$ cat config.mk
export PLATFORM = sky130hd
export DESIGN_NAME = axi4_read_bridge
export DESIGN_NICKNAME = d
export VERILOG_FILES = /design/src/hw/axi_bridge_pkg.sv /design/src/hw/bridge_if.sv /design/src/hw/ar_burst_splitter.sv /design/src/hw/axi4_read_bridge.sv /design/src/hw/r_beat_merger.sv /design/src/hw/sync_fifo.sv
export VERILOG_INCLUDE_DIRS = /design/src /design/src/hw
export SDC_FILE = /design/constraint.sdc
export NUM_CORES = 1
export LEC_CHECK = 0
export BUFFER_PORTS_ARGS = -buffer_cell sky130_fd_sc_hd__buf_4
export CAP_MARGIN = 20
export CORE_MARGIN = 4
export CORE_UTILIZATION = 50
export DETAILED_ROUTE_END_ITERATION = 8
export MAX_ROUTING_LAYER = met4
export PLACE_DENSITY = 0.72
export SLEW_MARGIN = 20
export SYNTH_ARGS = -nofsm -noshare
export SYNTH_HDL_FRONTEND = slang
export SYNTH_SLANG_ARGS = --single-unit
$ cat constraint.sdc
create_clock -name clk -period 11 [get_ports clk]
set_input_delay 1.1 -clock clk [delete_from_list [all_inputs] [get_ports clk]]
set_output_delay 1.1 -clock clk [all_outputs]
set_load 0.05 [all_outputs]
$ cat src/hw/axi_bridge_config.svh
// ============================
// Bus widths and FIFO depths for the AXI4 to AXI4-Lite read bridge.
// Included by every RTL file that sizes a port or a buffer.
// ============================

`ifndef AXI_BRIDGE_CONFIG_SVH
`define AXI_BRIDGE_CONFIG_SVH

// AXI field widths
`define AXI_ADDR_BITS 32
`define AXI_DATA_BITS 32
`define AXI_ID_BITS 4
`define AXI_LEN_BITS 8
`define AXI_SIZE_BITS 3
`define AXI_PROT_BITS 3
`define AXI_RESP_BITS 2

// Lite request and response buffering
`define LITE_FIFO_DEPTH 4
// Bursts in flight between splitter and merger
`define TAG_FIFO_DEPTH 4

`endif

$ cat src/hw/axi_bridge_pkg.sv
// ============================
// Shared types of the read bridge: AXI burst and response codes
// and the state encodings of the splitter and merger FSMs.
// ============================

package axi_bridge_pkg;

  // AXI4 ARBURST encoding
  typedef enum logic [1:0] {
    FIXED = 2'b00,
    INCR  = 2'b01,
    WRAP  = 2'b10,
    RSVD  = 2'b11
  } burst_e;

  // AXI RRESP encoding
  typedef enum logic [1:0] {
    OKAY   = 2'b00,
    EXOKAY = 2'b01,
    SLVERR = 2'b10,
    DECERR = 2'b11
  } resp_e;

  typedef enum logic [1:0] {
    SPLIT_IDLE,
    SPLIT_ISSUE
  } split_state_e;

  typedef enum logic [1:0] {
    MERGE_IDLE,
    MERGE_BEAT
  } merge_state_e;

endpackage

$ cat src/hw/bridge_if.sv
// ============================
// Valid/ready links inside the read bridge. The master modport
// drives valid and payload, the slave modport drives ready.
// ============================

`timescale 1ns/100ps

`include "axi_bridge_config.svh"

// Lite read request, one per beat
interface lite_ar_if;
  logic                      valid;
  logic                      ready;
  logic [`AXI_ADDR_BITS-1:0] addr;
  logic [`AXI_PROT_BITS-1:0] prot;

  modport master (
    output valid,
    output addr,
    output prot,
    input  ready
  );

  modport slave (
    input  valid,
    input  addr,
    input  prot,
    output ready
  );
endinterface

// Lite read response
interface lite_r_if;
  logic                      valid;
  logic                      ready;
  logic [`AXI_DATA_BITS-1:0] data;
  logic [`AXI_RESP_BITS-1:0] resp;

  modport master (
    output valid,
    output data,
    output resp,
    input  ready
  );

  modport slave (
    input  valid,
    input  data,
    input  resp,
    output ready
  );
endinterface

// One tag per AXI4 burst, carries what the R side needs
interface burst_tag_if;
  logic                     valid;
  logic                     ready;
  logic [`AXI_ID_BITS-1:0]  id;
  logic [`AXI_LEN_BITS-1:0] len;

  modport master (
    output valid,
    output id,
    output len,
    input  ready
  );

  modport slave (
    input  valid,
    input  id,
    input  len,
    output ready
  );
endinterface

$ cat src/hw/ar_burst_splitter.sv
// ============================
// Splits one AXI4 AR burst into len+1 single Lite reads and pushes
// one burst tag (id, len) for the R side. FIXED and INCR only.
// ============================

`timescale 1ns/100ps

`include "axi_bridge_config.svh"

module ar_burst_splitter (
  input  logic                       clk,
  input  logic                       rstn,
  input  logic                       ar_valid,
  output logic                       ar_ready,
  input  logic [`AXI_ID_BITS-1:0]    ar_id,
  input  logic [`AXI_ADDR_BITS-1:0]  ar_addr,
  input  logic [`AXI_LEN_BITS-1:0]   ar_len,
  input  logic [`AXI_SIZE_BITS-1:0]  ar_size,
  input  axi_bridge_pkg::burst_e     ar_burst,
  input  logic [`AXI_PROT_BITS-1:0]  ar_prot,
  lite_ar_if.master                  req,
  burst_tag_if.master                tag
);

  axi_bridge_pkg::split_state_e state;

  logic [`AXI_ID_BITS-1:0]   id_q;
  logic [`AXI_LEN_BITS-1:0]  len_q;
  logic [`AXI_SIZE_BITS-1:0] size_q;
  axi_bridge_pkg::burst_e    burst_q;
  logic [`AXI_PROT_BITS-1:0] prot_q;
  logic [`AXI_ADDR_BITS-1:0] base_q;
  logic [`AXI_ADDR_BITS-1:0] addr_q;
  logic [`AXI_LEN_BITS-1:0]  beat_cnt;
  logic                      tag_pending;

  logic                      ar_fire;
  logic                      beat_fire;
  logic                      last_beat;
  logic [`AXI_ADDR_BITS-1:0] next_addr;

  // A new burst only when the tag FIFO can take its tag
  assign ar_ready  = (state == axi_bridge_pkg::SPLIT_IDLE) && tag.ready;
  assign ar_fire   = ar_valid && ar_ready;
  assign beat_fire = req.valid && req.ready;
  assign last_beat = (beat_cnt == len_q);

  assign req.valid = (state == axi_bridge_pkg::SPLIT_ISSUE);
  assign req.addr  = addr_q;
  assign req.prot  = prot_q;

  assign tag.valid = tag_pending;
  assign tag.id    = id_q;
  assign tag.len   = len_q;

  // INCR beat i sits at the aligned base plus i transfers
  always_comb
  begin
    if (burst_q == axi_bridge_pkg::FIXED)
    begin
      next_addr = addr_q;
    end
    else
    begin
      next_addr = base_q + ((`AXI_ADDR_BITS'(beat_cnt) + 1'b1) << size_q);
    end
  end

  // ============================
  // Control
  // ============================
  always_ff @(posedge clk)
  begin
    if (!rstn)
    begin
      state       <= axi_bridge_pkg::SPLIT_IDLE;
      tag_pending <= 1'b0;
      beat_cnt    <= '0;
    end
    else
    begin
      case (state)
        axi_bridge_pkg::SPLIT_IDLE:
          if (ar_fire)
          begin
            state <= axi_bridge_pkg::SPLIT_ISSUE;
          end
        axi_bridge_pkg::SPLIT_ISSUE:
          if (beat_fire && last_beat)
          begin
            state <= axi_bridge_pkg::SPLIT_IDLE;
          end
        default:
          state <= axi_bridge_pkg::SPLIT_IDLE;
      endcase

      if (ar_fire)
      begin
        tag_pending <= 1'b1;
      end
      else if (tag.ready)
      begin
        tag_pending <= 1'b0;
      end

      if (ar_fire)
      begin
        beat_cnt <= '0;
      end
      else if (beat_fire)
      begin
        beat_cnt <= beat_cnt + 1'b1;
      end
    end
  end

  // ============================
  // Burst fields
  // ============================
  always_ff @(posedge clk)
  begin
    if (ar_fire)
    begin
      id_q    <= ar_id;
      len_q   <= ar_len;
      size_q  <= ar_size;
      burst_q <= ar_burst;
      prot_q  <= ar_prot;
      addr_q  <= ar_addr;
      base_q  <= ar_addr & ({`AXI_ADDR_BITS{1'b1}} << ar_size);
    end
    else if (beat_fire)
    begin
      addr_q <= next_addr;
    end
  end

  a_burst_legal: assert property (@(posedge clk) disable iff (!rstn)
    ar_fire |-> (ar_burst == axi_bridge_pkg::FIXED || ar_burst == axi_bridge_pkg::INCR));

endmodule

$ cat src/hw/axi4_read_bridge.sv
// ============================
// AXI4 to AXI4-Lite read bridge, top level. AXI4 slave AR/R on the
// s_ pins, AXI4-Lite master AR/R on the m_ pins.
// ============================

`timescale 1ns/100ps

`include "axi_bridge_config.svh"

module axi4_read_bridge (
  input  logic                      clk,
  input  logic                      rstn,
  // AXI4 slave read address
  input  logic                      s_ar_valid,
  output logic                      s_ar_ready,
  input  logic [`AXI_ID_BITS-1:0]   s_ar_id,
  input  logic [`AXI_ADDR_BITS-1:0] s_ar_addr,
  input  logic [`AXI_LEN_BITS-1:0]  s_ar_len,
  input  logic [`AXI_SIZE_BITS-1:0] s_ar_size,
  input  logic [1:0]                s_ar_burst,
  input  logic [`AXI_PROT_BITS-1:0] s_ar_prot,
  // AXI4 slave read data
  output logic                      s_r_valid,
  input  logic                      s_r_ready,
  output logic [`AXI_ID_BITS-1:0]   s_r_id,
  output logic [`AXI_DATA_BITS-1:0] s_r_data,
  output logic [`AXI_RESP_BITS-1:0] s_r_resp,
  output logic                      s_r_last,
  // AXI4-Lite master read address
  output logic                      m_ar_valid,
  input  logic                      m_ar_ready,
  output logic [`AXI_ADDR_BITS-1:0] m_ar_addr,
  output logic [`AXI_PROT_BITS-1:0] m_ar_prot,
  // AXI4-Lite master read data
  input  logic                      m_r_valid,
  output logic                      m_r_ready,
  input  logic [`AXI_DATA_BITS-1:0] m_r_data,
  input  logic [`AXI_RESP_BITS-1:0] m_r_resp
);

  lite_ar_if   req_if ();
  lite_r_if    rsp_if ();
  burst_tag_if tag_push_if ();
  burst_tag_if tag_pop_if ();

  ar_burst_splitter u_splitter (
    .clk      (clk),
    .rstn     (rstn),
    .ar_valid (s_ar_valid),
    .ar_ready (s_ar_ready),
    .ar_id    (s_ar_id),
    .ar_addr  (s_ar_addr),
    .ar_len   (s_ar_len),
    .ar_size  (s_ar_size),
    .ar_burst (axi_bridge_pkg::burst_e'(s_ar_burst)),
    .ar_prot  (s_ar_prot),
    .req      (req_if.master),
    .tag      (tag_push_if.master)
  );

  // ============================
  // Buffers
  // ============================
  sync_fifo #(
    .WIDTH (`AXI_ADDR_BITS + `AXI_PROT_BITS),
    .DEPTH (`LITE_FIFO_DEPTH)
  ) u_req_fifo (
    .clk       (clk),
    .rstn      (rstn),
    .in_valid  (req_if.valid),
    .in_ready  (req_if.ready),
    .in_data   ({req_if.addr, req_if.prot}),
    .out_valid (m_ar_valid),
    .out_ready (m_ar_ready),
    .out_data  ({m_ar_addr, m_ar_prot})
  );

  sync_fifo #(
    .WIDTH (`AXI_ID_BITS + `AXI_LEN_BITS),
    .DEPTH (`TAG_FIFO_DEPTH)
  ) u_tag_fifo (
    .clk       (clk),
    .rstn      (rstn),
    .in_valid  (tag_push_if.valid),
    .in_ready  (tag_push_if.ready),
    .in_data   ({tag_push_if.id, tag_push_if.len}),
    .out_valid (tag_pop_if.valid),
    .out_ready (tag_pop_if.ready),
    .out_data  ({tag_pop_if.id, tag_pop_if.len})
  );

  sync_fifo #(
    .WIDTH (`AXI_DATA_BITS + `AXI_RESP_BITS),
    .DEPTH (`LITE_FIFO_DEPTH)
  ) u_rsp_fifo (
    .clk       (clk),
    .rstn      (rstn),
    .in_valid  (m_r_valid),
    .in_ready  (m_r_ready),
    .in_data   ({m_r_data, m_r_resp}),
    .out_valid (rsp_if.valid),
    .out_ready (rsp_if.ready),
    .out_data  ({rsp_if.data, rsp_if.resp})
  );

  r_beat_merger u_merger (
    .clk     (clk),
    .rstn    (rstn),
    .rsp     (rsp_if.slave),
    .tag     (tag_pop_if.slave),
    .r_valid (s_r_valid),
    .r_ready (s_r_ready),
    .r_id    (s_r_id),
    .r_data  (s_r_data),
    .r_resp  (s_r_resp),
    .r_last  (s_r_last)
  );

endmodule

$ cat src/hw/r_beat_merger.sv
// ============================
// Rebuilds the AXI4 R burst. Pops one burst tag, then forwards
// len+1 Lite responses as R beats with the burst id and last.
// ============================

`timescale 1ns/100ps

`include "axi_bridge_config.svh"

module r_beat_merger (
  input  logic                      clk,
  input  logic                      rstn,
  lite_r_if.slave                   rsp,
  burst_tag_if.slave                tag,
  output logic                      r_valid,
  input  logic                      r_ready,
  output logic [`AXI_ID_BITS-1:0]   r_id,
  output logic [`AXI_DATA_BITS-1:0] r_data,
  output axi_bridge_pkg::resp_e     r_resp,
  output logic                      r_last
);

  axi_bridge_pkg::merge_state_e state;

  logic [`AXI_ID_BITS-1:0]  id_q;
  logic [`AXI_LEN_BITS-1:0] len_q;
  logic [`AXI_LEN_BITS-1:0] beat_cnt;
  logic                     r_fire;

  assign tag.ready = (state == axi_bridge_pkg::MERGE_IDLE);

  // Responses pass straight through, the FIFO holds them under stall
  assign r_valid   = (state == axi_bridge_pkg::MERGE_BEAT) && rsp.valid;
  assign rsp.ready = (state == axi_bridge_pkg::MERGE_BEAT) && r_ready;
  assign r_fire    = r_valid && r_ready;

  assign r_id   = id_q;
  assign r_data = rsp.data;
  assign r_resp = axi_bridge_pkg::resp_e'(rsp.resp);
  assign r_last = r_valid && (beat_cnt == len_q);

  always_ff @(posedge clk)
  begin
    if (!rstn)
    begin
      state    <= axi_bridge_pkg::MERGE_IDLE;
      beat_cnt <= '0;
    end
    else
    begin
      case (state)
        axi_bridge_pkg::MERGE_IDLE:
          if (tag.valid)
          begin
            state    <= axi_bridge_pkg::MERGE_BEAT;
            beat_cnt <= '0;
          end
        axi_bridge_pkg::MERGE_BEAT:
          if (r_fire)
          begin
            if (r_last)
            begin
              state <= axi_bridge_pkg::MERGE_IDLE;
            end
            else
            begin
              beat_cnt <= beat_cnt + 1'b1;
            end
          end
        default:
          state <= axi_bridge_pkg::MERGE_IDLE;
      endcase
    end
  end

  always_ff @(posedge clk)
  begin
    if (tag.valid && tag.ready)
    begin
      id_q  <= tag.id;
      len_q <= tag.len;
    end
  end

  // A stalled beat holds until the master takes it
  a_beat_hold: assert property (@(posedge clk) disable iff (!rstn)
    r_valid && !r_ready |=> r_valid && $stable({r_id, r_data, r_resp, r_last}));

endmodule

$ cat src/hw/sync_fifo.sv
// ============================
// Synchronous valid/ready FIFO. Circular buffer with a read pointer
// and an occupancy count; output data is read combinationally.
// ============================

`timescale 1ns/100ps

`include "axi_bridge_config.svh"

module sync_fifo #(
  parameter int WIDTH = 8,
  parameter int DEPTH = 4
) (
  input  logic             clk,
  input  logic             rstn,
  input  logic             in_valid,
  output logic             in_ready,
  input  logic [WIDTH-1:0] in_data,
  output logic             out_valid,
  input  logic             out_ready,
  output logic [WIDTH-1:0] out_data
);

  localparam int PTR_BITS = (DEPTH > 1) ? $clog2(DEPTH) : 1;

  logic [WIDTH-1:0]    mem [DEPTH];
  logic [PTR_BITS-1:0] rd_ptr;
  logic [PTR_BITS:0]   count;
  logic [PTR_BITS:0]   wr_sum;
  logic [PTR_BITS-1:0] wr_idx;
  logic                push;
  logic                pop;

  assign in_ready  = (count != (PTR_BITS+1)'(DEPTH));
  assign out_valid = (count != '0);
  assign out_data  = mem[rd_ptr];

  assign push = in_valid && in_ready;
  assign pop  = out_valid && out_ready;

  // Write slot is rd_ptr + count, wrapped at DEPTH
  assign wr_sum = {1'b0, rd_ptr} + count;
  assign wr_idx = (wr_sum >= (PTR_BITS+1)'(DEPTH)) ?
                  PTR_BITS'(wr_sum - (PTR_BITS+1)'(DEPTH)) : PTR_BITS'(wr_sum);

  always_ff @(posedge clk)
  begin
    if (!rstn)
    begin
      rd_ptr <= '0;
      count  <= '0;
    end
    else
    begin
      if (pop)
      begin
        rd_ptr <= (rd_ptr == PTR_BITS'(DEPTH - 1)) ? '0 : rd_ptr + 1'b1;
      end
      if (push && !pop)
      begin
        count <= count + 1'b1;
      end
      else if (pop && !push)
      begin
        count <= count - 1'b1;
      end
    end
  end

  always_ff @(posedge clk)
  begin
    if (push)
    begin
      mem[wr_idx] <= in_data;
    end
  end

  // Upstream holds valid and data until the FIFO takes them
  a_in_hold: assert property (@(posedge clk) disable iff (!rstn)
    in_valid && !in_ready |=> in_valid && $stable(in_data));

endmodule

==> run_results.csv, run 1 <==
group,metric,value,unit
critical_path,rr_startpoint,"u_splitter.beat_cnt[0]$_SDFFE_PP0P_",
routing,antenna_left,0,
outcome,outcome,"completed",
timing,setup_viol,0,
critical_path,cp.arrival,4.14,ns
min_path,min_path_type,"reg -> reg",
synth,ys_seq_area_frac,0.721,
critical_path,start_kind,"flip-flop",
grt,grt_use_total,0.185,
critical_path,path_cells,"ha_1, nand2_1, nor2_1, mux2_2, o32ai_1, a21oi_1, a21oi_1, mux2i_1, ha_1, a21o_1, a21oi_1, o21ai_1, o21ai_2, a21boi_4, o211ai_1, xor2_1, o21ai_1",
floorplan,initial_core_util,0.507,
flow_run,drv_cap,0,
critical_path,critPathKind,"reg -> reg",
routing,totalWireLength,35.9,mm
pwr,power.density,256,mW/mm2
final_layout,seq_area,0.0134,mm2
pwr,fin_total_pwr,5.65,mW
timing,finalCritPeriodShare,0.352,
grt,grt_max_degree,90,
timing,fmax,259,MHz
critical_path,crit_path_end,"u_splitter.req.addr[30]$_DFFE_PP_",
clocking,insertion_delay,0.56,ns
routing,firstDrtPassIters,5,
clocking,cts_inserted_buffers,47,
floorplan,die_area,0.0402,mm2
synth,synth_mux_area_frac,0.105,
synth,synth_xor_area_frac,0.0345,
floorplan,ios,170,
critical_path,r2r_cells,17,
timing,tightest_slew,0.971,ns
grt,grt_pass1_vias,9970,
clocking,post_cts_buffers,0,
critical_path,path_common_cell,"a21oi_1",
synth,synth_top_area_frac,0.680,
synth,synth.avg_cell_area,17.4,um2
critical_path,critPathBufInv,0,
clocking,clockBufferDepth,3,
final_layout,fill_cells,2728,
final_layout,layout-drive-gt1-share,0.282,
synth,syn_area,0.0185,mm2
timing,slew_violations,0,
critical_path,cpLargestDelayFamily,"compound AO/OA/AOI/OAI gates",
final_layout,final_util,0.602,
final_layout,final_nets,1382,
clocking,ctsResizeCount,0,
synth,synth_ff_type,"edfxtp_1",
clocking,cts_sinks,458,
synth,ys_ff_latch,458,
critical_path,critPathMaxStageDelay,0.51,ns
critical_path,cp.depth,17,
floorplan,core_area,0.0366,mm2
synth,yosysWarningCount,0,
routing,drtIter0Drc,627,
synth,synth_top_area_cell,"edfxtp_1",
synth,synth_compound_area_frac,0.0474,
timing,hold_viol_final,0,
routing,drcViolationCount,0,
synth,postSynth.asyncResetShare,0,
clocking,ctsHoldBuffers,0,
placement,dp_hpwl,23.4,mm
timing,slew_headroom,0.352,
floorplan,num_rows,70,
timing,fin_setup_tns,0,ns
placement,gp_congestion,0.826,
critical_path,rrSetupSlack,7.13,ns
final_layout,area_growth,18.7,%
clocking,cts_tree,"done",
synth,synthAdderAreaFrac,0.0225,
critical_path,required,11.27,ns
final_layout,multi_input_area,0.00497,mm2
synth,synth_simple_gate_area_frac,0.0558,
grt,antenna_found_initial,1,
synth,syn_nets,1187,
floorplan,die_w,201,um
synth,ys_types,65,
critical_path,critPathMaxFanout,9,
floorplan,dieHeight,201,um
grt,grt_pass1_wl,56.8,mm
synth,synth_top_family_by_area,"multiplexers",
clocking,clkTransAtPathRegs,0.06,ns
synth,synthCells,1064,
critical_path,crit_start,"u_splitter.beat_cnt[0]$_SDFFE_PP0P_",
critical_path,crit_path_top_delay_cell,"dfxtp_1",
timing,finClkSkew,0.0154,ns
grt,gr-total-overflow,0,
pwr,vdd_drop_max,0.114,mV
synth,synth_area_leaders,"edfxtp_1 68%, mux4_2 9.8%, dfxtp_1 4.1%",
routing,via_per_inst,5.57,
timing,whs,0.471,ns
routing,routedWlPerCell,20.4,um
placement,port_buffers,169,
critical_path,rr_endpoint,"u_splitter.req.addr[30]$_DFFE_PP_",
clocking,htree_levels,2,
critical_path,cp-end-kind,"flip-flop",
clocking,clk_root_buffer_cell,"clkbuf_16",
timing,fin_crit,3.87,ns
synth,synth_edf_count,420,
routing,vias,9819,
timing,rsz0062_at_grt,"no",
pwr,leakagePower,7.61,nW
logic make-up after synthesis:
group | after synthesis
flops | 458
fa+ha+maj | 31
compound gates | 137
buf+inv | 60
xor+xnor | 73
simple gates | 212
mux | 93
registers in the layout (all words and copies together) (netlist names), 2 cells and up, named ones only:
name and cells:
u_rsp_fifo.mem 136, u_rsp_fifo.rd_ptr 2, u_splitter.tag.id 4, u_tag_fifo.count 3
u_merger.r_id 4, u_merger.len_q 8, u_splitter.base_q 32, u_splitter.burst_q 2
u_tag_fifo.rd_ptr 2, u_splitter.size_q 3, u_rsp_fifo.count 3, u_req_fifo.mem 140
u_splitter.tag.len 8, u_merger.beat_cnt 8, u_req_fifo.rd_ptr 2, u_splitter.req.prot 3
u_splitter.beat_cnt 8, u_req_fifo.count 3, u_tag_fifo.mem 48, u_splitter.req.addr 32
Yosys cell counts (all sizes together) (14+ instances only):
cell,count
xnor2,28
xor2,45
nor2,53
mux4,81
dfxtp,38
a21oi,43
edfxtp,420
o21ai,41
nand2,72
inv,17
ha,27
buf,22
nand3,15
clkbuf,20
nor3,14
per-layer routing:
metal | up-vias | GRT usage | part of all wire
met4 | 0 | 0.0386 | 0.016
met5 | - | - | 0
li1 | 4555 | - | -
met2 | 290 | 0.285 | 0.48
met3 | 48 | 0.0418 | 0.064
met1 | 4926 | 0.258 | 0.44
worst reg2reg max path, stage by stage, from the launching register on:
cell	delay (ns)
dfxtp_1	0.51
ha_1	0.31
nand2_1	0.15
nor2_1	0.18
mux2_2	0.17
o32ai_1	0.07
a21oi_1	0.23
a21oi_1	0.13
mux2i_1	0.19
ha_1	0.32
a21o_1	0.22
a21oi_1	0.15
o21ai_1	0.10
o21ai_2	0.21
a21boi_4	0.13
o211ai_1	0.27
xor2_1	0.18
o21ai_1	0.07
cell type report:
cell class | count | area share
flip-flops and latches | 458 | 0.607
well taps | 468 | 0.0266
inverters | 18 | 0.00312
clock buffers | 55 | 0.0572
clock inverters | 30 | 0.0139
repair buffers | 188 | 0.0661
multi-input cells | 546 | 0.226
diodes | 1 | 0.000114
per-stage QoR:
| stage | setup slack [ns] | instances | instance area (um2) |
|---|---|---|---|
| 6_report | 7.13 | 1764 | 22000 |
| 5_1_grt | 6.76 | 1764 | 22000 |
| 4_1_cts | 7.17 | 1761 | 22000 |
| 3_5_place_dp | 7.18 | 1676 | 20400 |
| 3_3_place_gp | 7.21 | 1675 | 20400 |
| 2_1_floorplan | 6.95 | 1064 | 18500 |
cell usage in the layout (no fill, tap or decap), types with 21 or more instances in the layout:
cell type	count
edfxtp_1	420
nor2_1	49
clkbuf_16	49
xor2_1	45
a21oi_1	39
xnor2_1	28
nand2_1	72
dfxtp_1	36
buf_4	185
ha_1	27
mux4_2	81
o21ai_0	21
report_power, final:
| group | total (mW) | switching, mW | internal (mW) |
|---|---|---|---|
| clock network | 1.59 | 0.630 | 0.958 |
| logic | 1.55 | 1.01 | 0.538 |
| registers | 2.52 | 0.171 | 2.35 |
| total | 5.65 | 1.81 | 3.84 |
worst min-delay path by stage:
stage / to / slack, ns / from / cells past startpoint
after global routing: u_splitter.tag.valid$_SDFFE_PN0P_ / 0.51 / u_splitter.tag.valid$_SDFFE_PN0P_ / 2
final: u_splitter.tag.valid$_SDFFE_PN0P_ / 0.47 / u_splitter.tag.valid$_SDFFE_PN0P_ / 2
after global placement: u_splitter.tag.valid$_SDFFE_PN0P_ / 0.45 / u_splitter.tag.valid$_SDFFE_PN0P_ / 2
after detailed placement: u_splitter.tag.valid$_SDFFE_PN0P_ / 0.47 / u_splitter.tag.valid$_SDFFE_PN0P_ / 2
after floorplan: u_splitter.tag.valid$_SDFFE_PN0P_ / 0.44 / u_splitter.tag.valid$_SDFFE_PN0P_ / 2
after CTS: u_splitter.tag.valid$_SDFFE_PN0P_ / 0.48 / u_splitter.tag.valid$_SDFFE_PN0P_ / 2
(Power assumes the default switching activity.)
==> run 2, diff against run 1 <==
--- a/config.mk
+++ b/config.mk
@@ -12,7 +12,7 @@
 export CORE_UTILIZATION = 50
 export DETAILED_ROUTE_END_ITERATION = 8
 export MAX_ROUTING_LAYER = met4
-export PLACE_DENSITY = 0.72
+export PLACE_DENSITY = 0.75
 export SLEW_MARGIN = 20
 export SYNTH_ARGS = -nofsm -noshare
 export SYNTH_HDL_FRONTEND = slang
==> constraint.sdc (replaced) <==
create_clock -name clk -period 3.4 [get_ports clk]
set_input_delay 0.34 -clock clk [delete_from_list [all_inputs] [get_ports clk]]
set_output_delay 0.34 -clock clk [all_outputs]
set_load 0.05 [all_outputs]
==> run 2 against run 1 <==
Net effect: power increased to 3.4 times the previous value; critical path depth unchanged; cell count increased by 7.7%; critical endpoint is now u_splitter.req.addr[15]$_DFFE_PP_.
==> run_results.csv, run 2 (synthesis gave the netlist of run 1 again) <==
group,metric,value,unit
timing,slew_headroom,0.391,
timing,fin_setup_tns,0,ns
timing,slew_violations,0,
clocking,cts_sinks,458,
routing,firstDrtPassIters,6,
timing,fin_crit,3.34,ns
critical_path,critPathKind,"reg -> reg",
final_layout,regMostFlops,"u_req_fifo.mem",
critical_path,cpLargestDelayFamily,"compound AO/OA/AOI/OAI gates",
final_layout,layout-drive-gt1-share,0.341,
clocking,cts_tree,"done",
placement,port_buffers,169,
critical_path,rr_startpoint,"u_splitter.beat_cnt[2]$_SDFFE_PP0P_",
critical_path,crit_start,"u_splitter.beat_cnt[2]$_SDFFE_PP0P_",
timing,whs,0.0368,ns
final_layout,largest_reg_flops,140,
timing,fin_ws,0.0592,ns
critical_path,r2r_cells,17,
placement,dp_hpwl,24.4,mm
pwr,power_frac_comb,0.281,
grt,grt_max_degree,52,
critical_path,rrSetupSlack,0.06,ns
critical_path,critPathMaxFanout,5,
routing,vias,10500,
floorplan,die_w,201,um
pwr,internal_power,13.0,mW
final_layout,final_nets,1517,
flow_run,drv_cap,0,
timing,hold_viol_final,0,
grt,antenna_found_initial,1,
pwr,fin_total_pwr,19.0,mW
timing,tightest_slew,0.913,ns
pwr,p_seq_frac,0.431,
min_path,worstHoldPathCells,1,
floorplan,ios,170,
routing,totalWireLength,38.9,mm
floorplan,dieHeight,201,um
outcome,outcome,"completed",
final_layout,final_cell_mix,"420 x edfxtp_1, 240 x buf_4, 81 x mux4_2",
grt,grt_pass1_wl,60.9,mm
final_layout,top_regs,"u_req_fifo.mem x140, u_rsp_fifo.mem x136, u_tag_fifo.mem x48",
floorplan,core_area,0.0366,mm2
critical_path,required,3.69,ns
pwr,vdd_drop_max,0.393,mV
pwr,power.density,800,mW/mm2
routing,routedWlPerCell,20.5,um
critical_path,critPathMaxStageDelay,0.40,ns
timing,setup_viol,0,
clocking,htree_levels,2,
critical_path,crit_path_end,"u_splitter.req.addr[15]$_DFFE_PP_",
pwr,p_sw,5.99,mW
critical_path,rr_endpoint,"u_splitter.req.addr[15]$_DFFE_PP_",
timing,finClkSkew,0.0111,ns
grt,grt_use_total,0.196,
routing,via_per_inst,5.52,
min_path,min_path_type,"in -> reg",
critical_path,cp.arrival,3.63,ns
grt,grt_pass1_vias,10700,
final_layout,area_growth,27.8,%
timing,finalCritPeriodShare,0.983,
placement,postPlaceCellArea,0.0208,mm2
final_layout,layout_commonest_cell,"edfxtp_1",
critical_path,cp.depth,17,
pwr,leakagePower,8.33,nW
routing,drcViolationCount,0,
final_layout,finish.instance_area,0.0237,mm2
clocking,clk_root_buffer_cell,"clkbuf_16",
pwr,pwr-share-clk,0.289,
routing,drtIter0Drc,766,
floorplan,die_area,0.0402,mm2
critical_path,start_kind,"flip-flop",
critical_path,path_common_cell,"a21oi_2",
clocking,insertion_delay,0.56,ns
floorplan,num_rows,70,
critical_path,crit_path_top_delay_cell,"dfxtp_4",
clocking,cts_inserted_buffers,46,
critical_path,critPathBufInv,0,
timing,fmax,299,MHz
critical_path,cp-end-kind,"flip-flop",
critical_path,path_cells,"and3_4, nand3_4, a21oi_2, nor2_1, nor3_2, mux2_2, nor2_2, a21oi_2, ha_1, a21o_1, a21oi_2, nor2b_2, nor3_2, o21ai_2, a21boi_1, xor2_1, a21oi_1",
timing,rsz0062_at_grt,"yes",
clocking,clkTransAtPathRegs,0.06,ns
placement,dp_slack,-0.0459,ns
placement,gp_congestion,0.907,
grt,gr-total-overflow,0,
pwr,switching_share,0.316,
clocking,clockBufferDepth,3,
routing,antenna_left,0,
floorplan,initial_core_util,0.507,
run 2: cell types whose count changed in the layout (fill, tap and decap cells not counted), moves of 7 or more:
| cell | delta |
|---|---|
| dfxtp_1 | -7 |
| a21oi_1 | -13 |
| o21ai_2 | +7 |
| clkinv_1 | -10 |
| a21oi_2 | +9 |
| dlygate4sd3_1 | +79 |
| buf_4 | +55 |
run 2: power by group through the flow:
stage          sequential (mW)  combinational (mW)  clock [mW]
2_1_floorplan             8.10                3.59           0
3_3_place_gp              8.18                5.11           0
3_5_place_dp              8.27                5.17           0
4_1_cts                   8.17                5.28        5.59
5_1_grt                   8.27                5.66        5.84
6_report                  8.16                5.32        5.47
run 2: worst min path at each step:
stage,start,to,slack [ns]
after floorplan,s_r_ready,u_merger.state[0]$_SDFFE_PN0P_,0.43
after global routing,s_ar_size[2],u_splitter.size_q[2]$_DFFE_PP_,0.02
after global placement,u_splitter.tag.valid$_SDFFE_PN0P_,u_splitter.tag.valid$_SDFFE_PN0P_,0.45
after CTS,s_ar_size[2],u_splitter.size_q[2]$_DFFE_PP_,0.005
after detailed placement,u_splitter.tag.valid$_SDFFE_PN0P_,u_splitter.tag.valid$_SDFFE_PN0P_,0.47
final,s_ar_size[2],u_splitter.size_q[2]$_DFFE_PP_,0.04
run 2: repair_timing:
action / 4_1_cts / 5_1_grt
pin swaps: 1 / 45
hold buffers: 79 / 0
endpoints found under the hold margin: 181 / 0
setup buffers: 0 / 14
gates resized for setup: 8 / 79
endpoints found under the setup margin: 18 / 24
run 2: worst reg2reg max path: stages, from the launching register on:
cell,delay [ns]
dfxtp_4,0.40
and3_4,0.25
nand3_4,0.09
a21oi_2,0.13
nor2_1,0.07
nor3_2,0.23
mux2_2,0.22
nor2_2,0.04
a21oi_2,0.11
ha_1,0.27
a21o_1,0.18
a21oi_2,0.18
nor2b_2,0.08
nor3_2,0.23
o21ai_2,0.12
a21boi_1,0.18
xor2_1,0.19
a21oi_1,0.11
run 2: routing by layer:
layer,up-vias,wire [um],global-route usage
li1,4814,-,-
met1,5297,16800,0.272
met2,309,19000,0.308
met3,70,2190,0.0347
met4,0,860,0.0519
met5,-,0,-
run 2: final cells by class:
type                            count  area (um2)
Antenna cell                        1        2.50
Inverter                           18        68.8
Tap cell                          468         586
Clock inverter                     24         383
Fill cell                        2561       12900
Multi-Input combinational cell    546        5310
Timing Repair Buffer              324        2670
Sequential cell                   458       13400
Clock buffer                       60        1290
run 2: per-stage QoR:
step / utilization / instances
floorplan: - / 1064
global placement: 0.567 / 1721
detailed placement: 0.567 / 1721
CTS: 0.635 / 1884
global route: 0.647 / 1899
finish: 0.647 / 1899
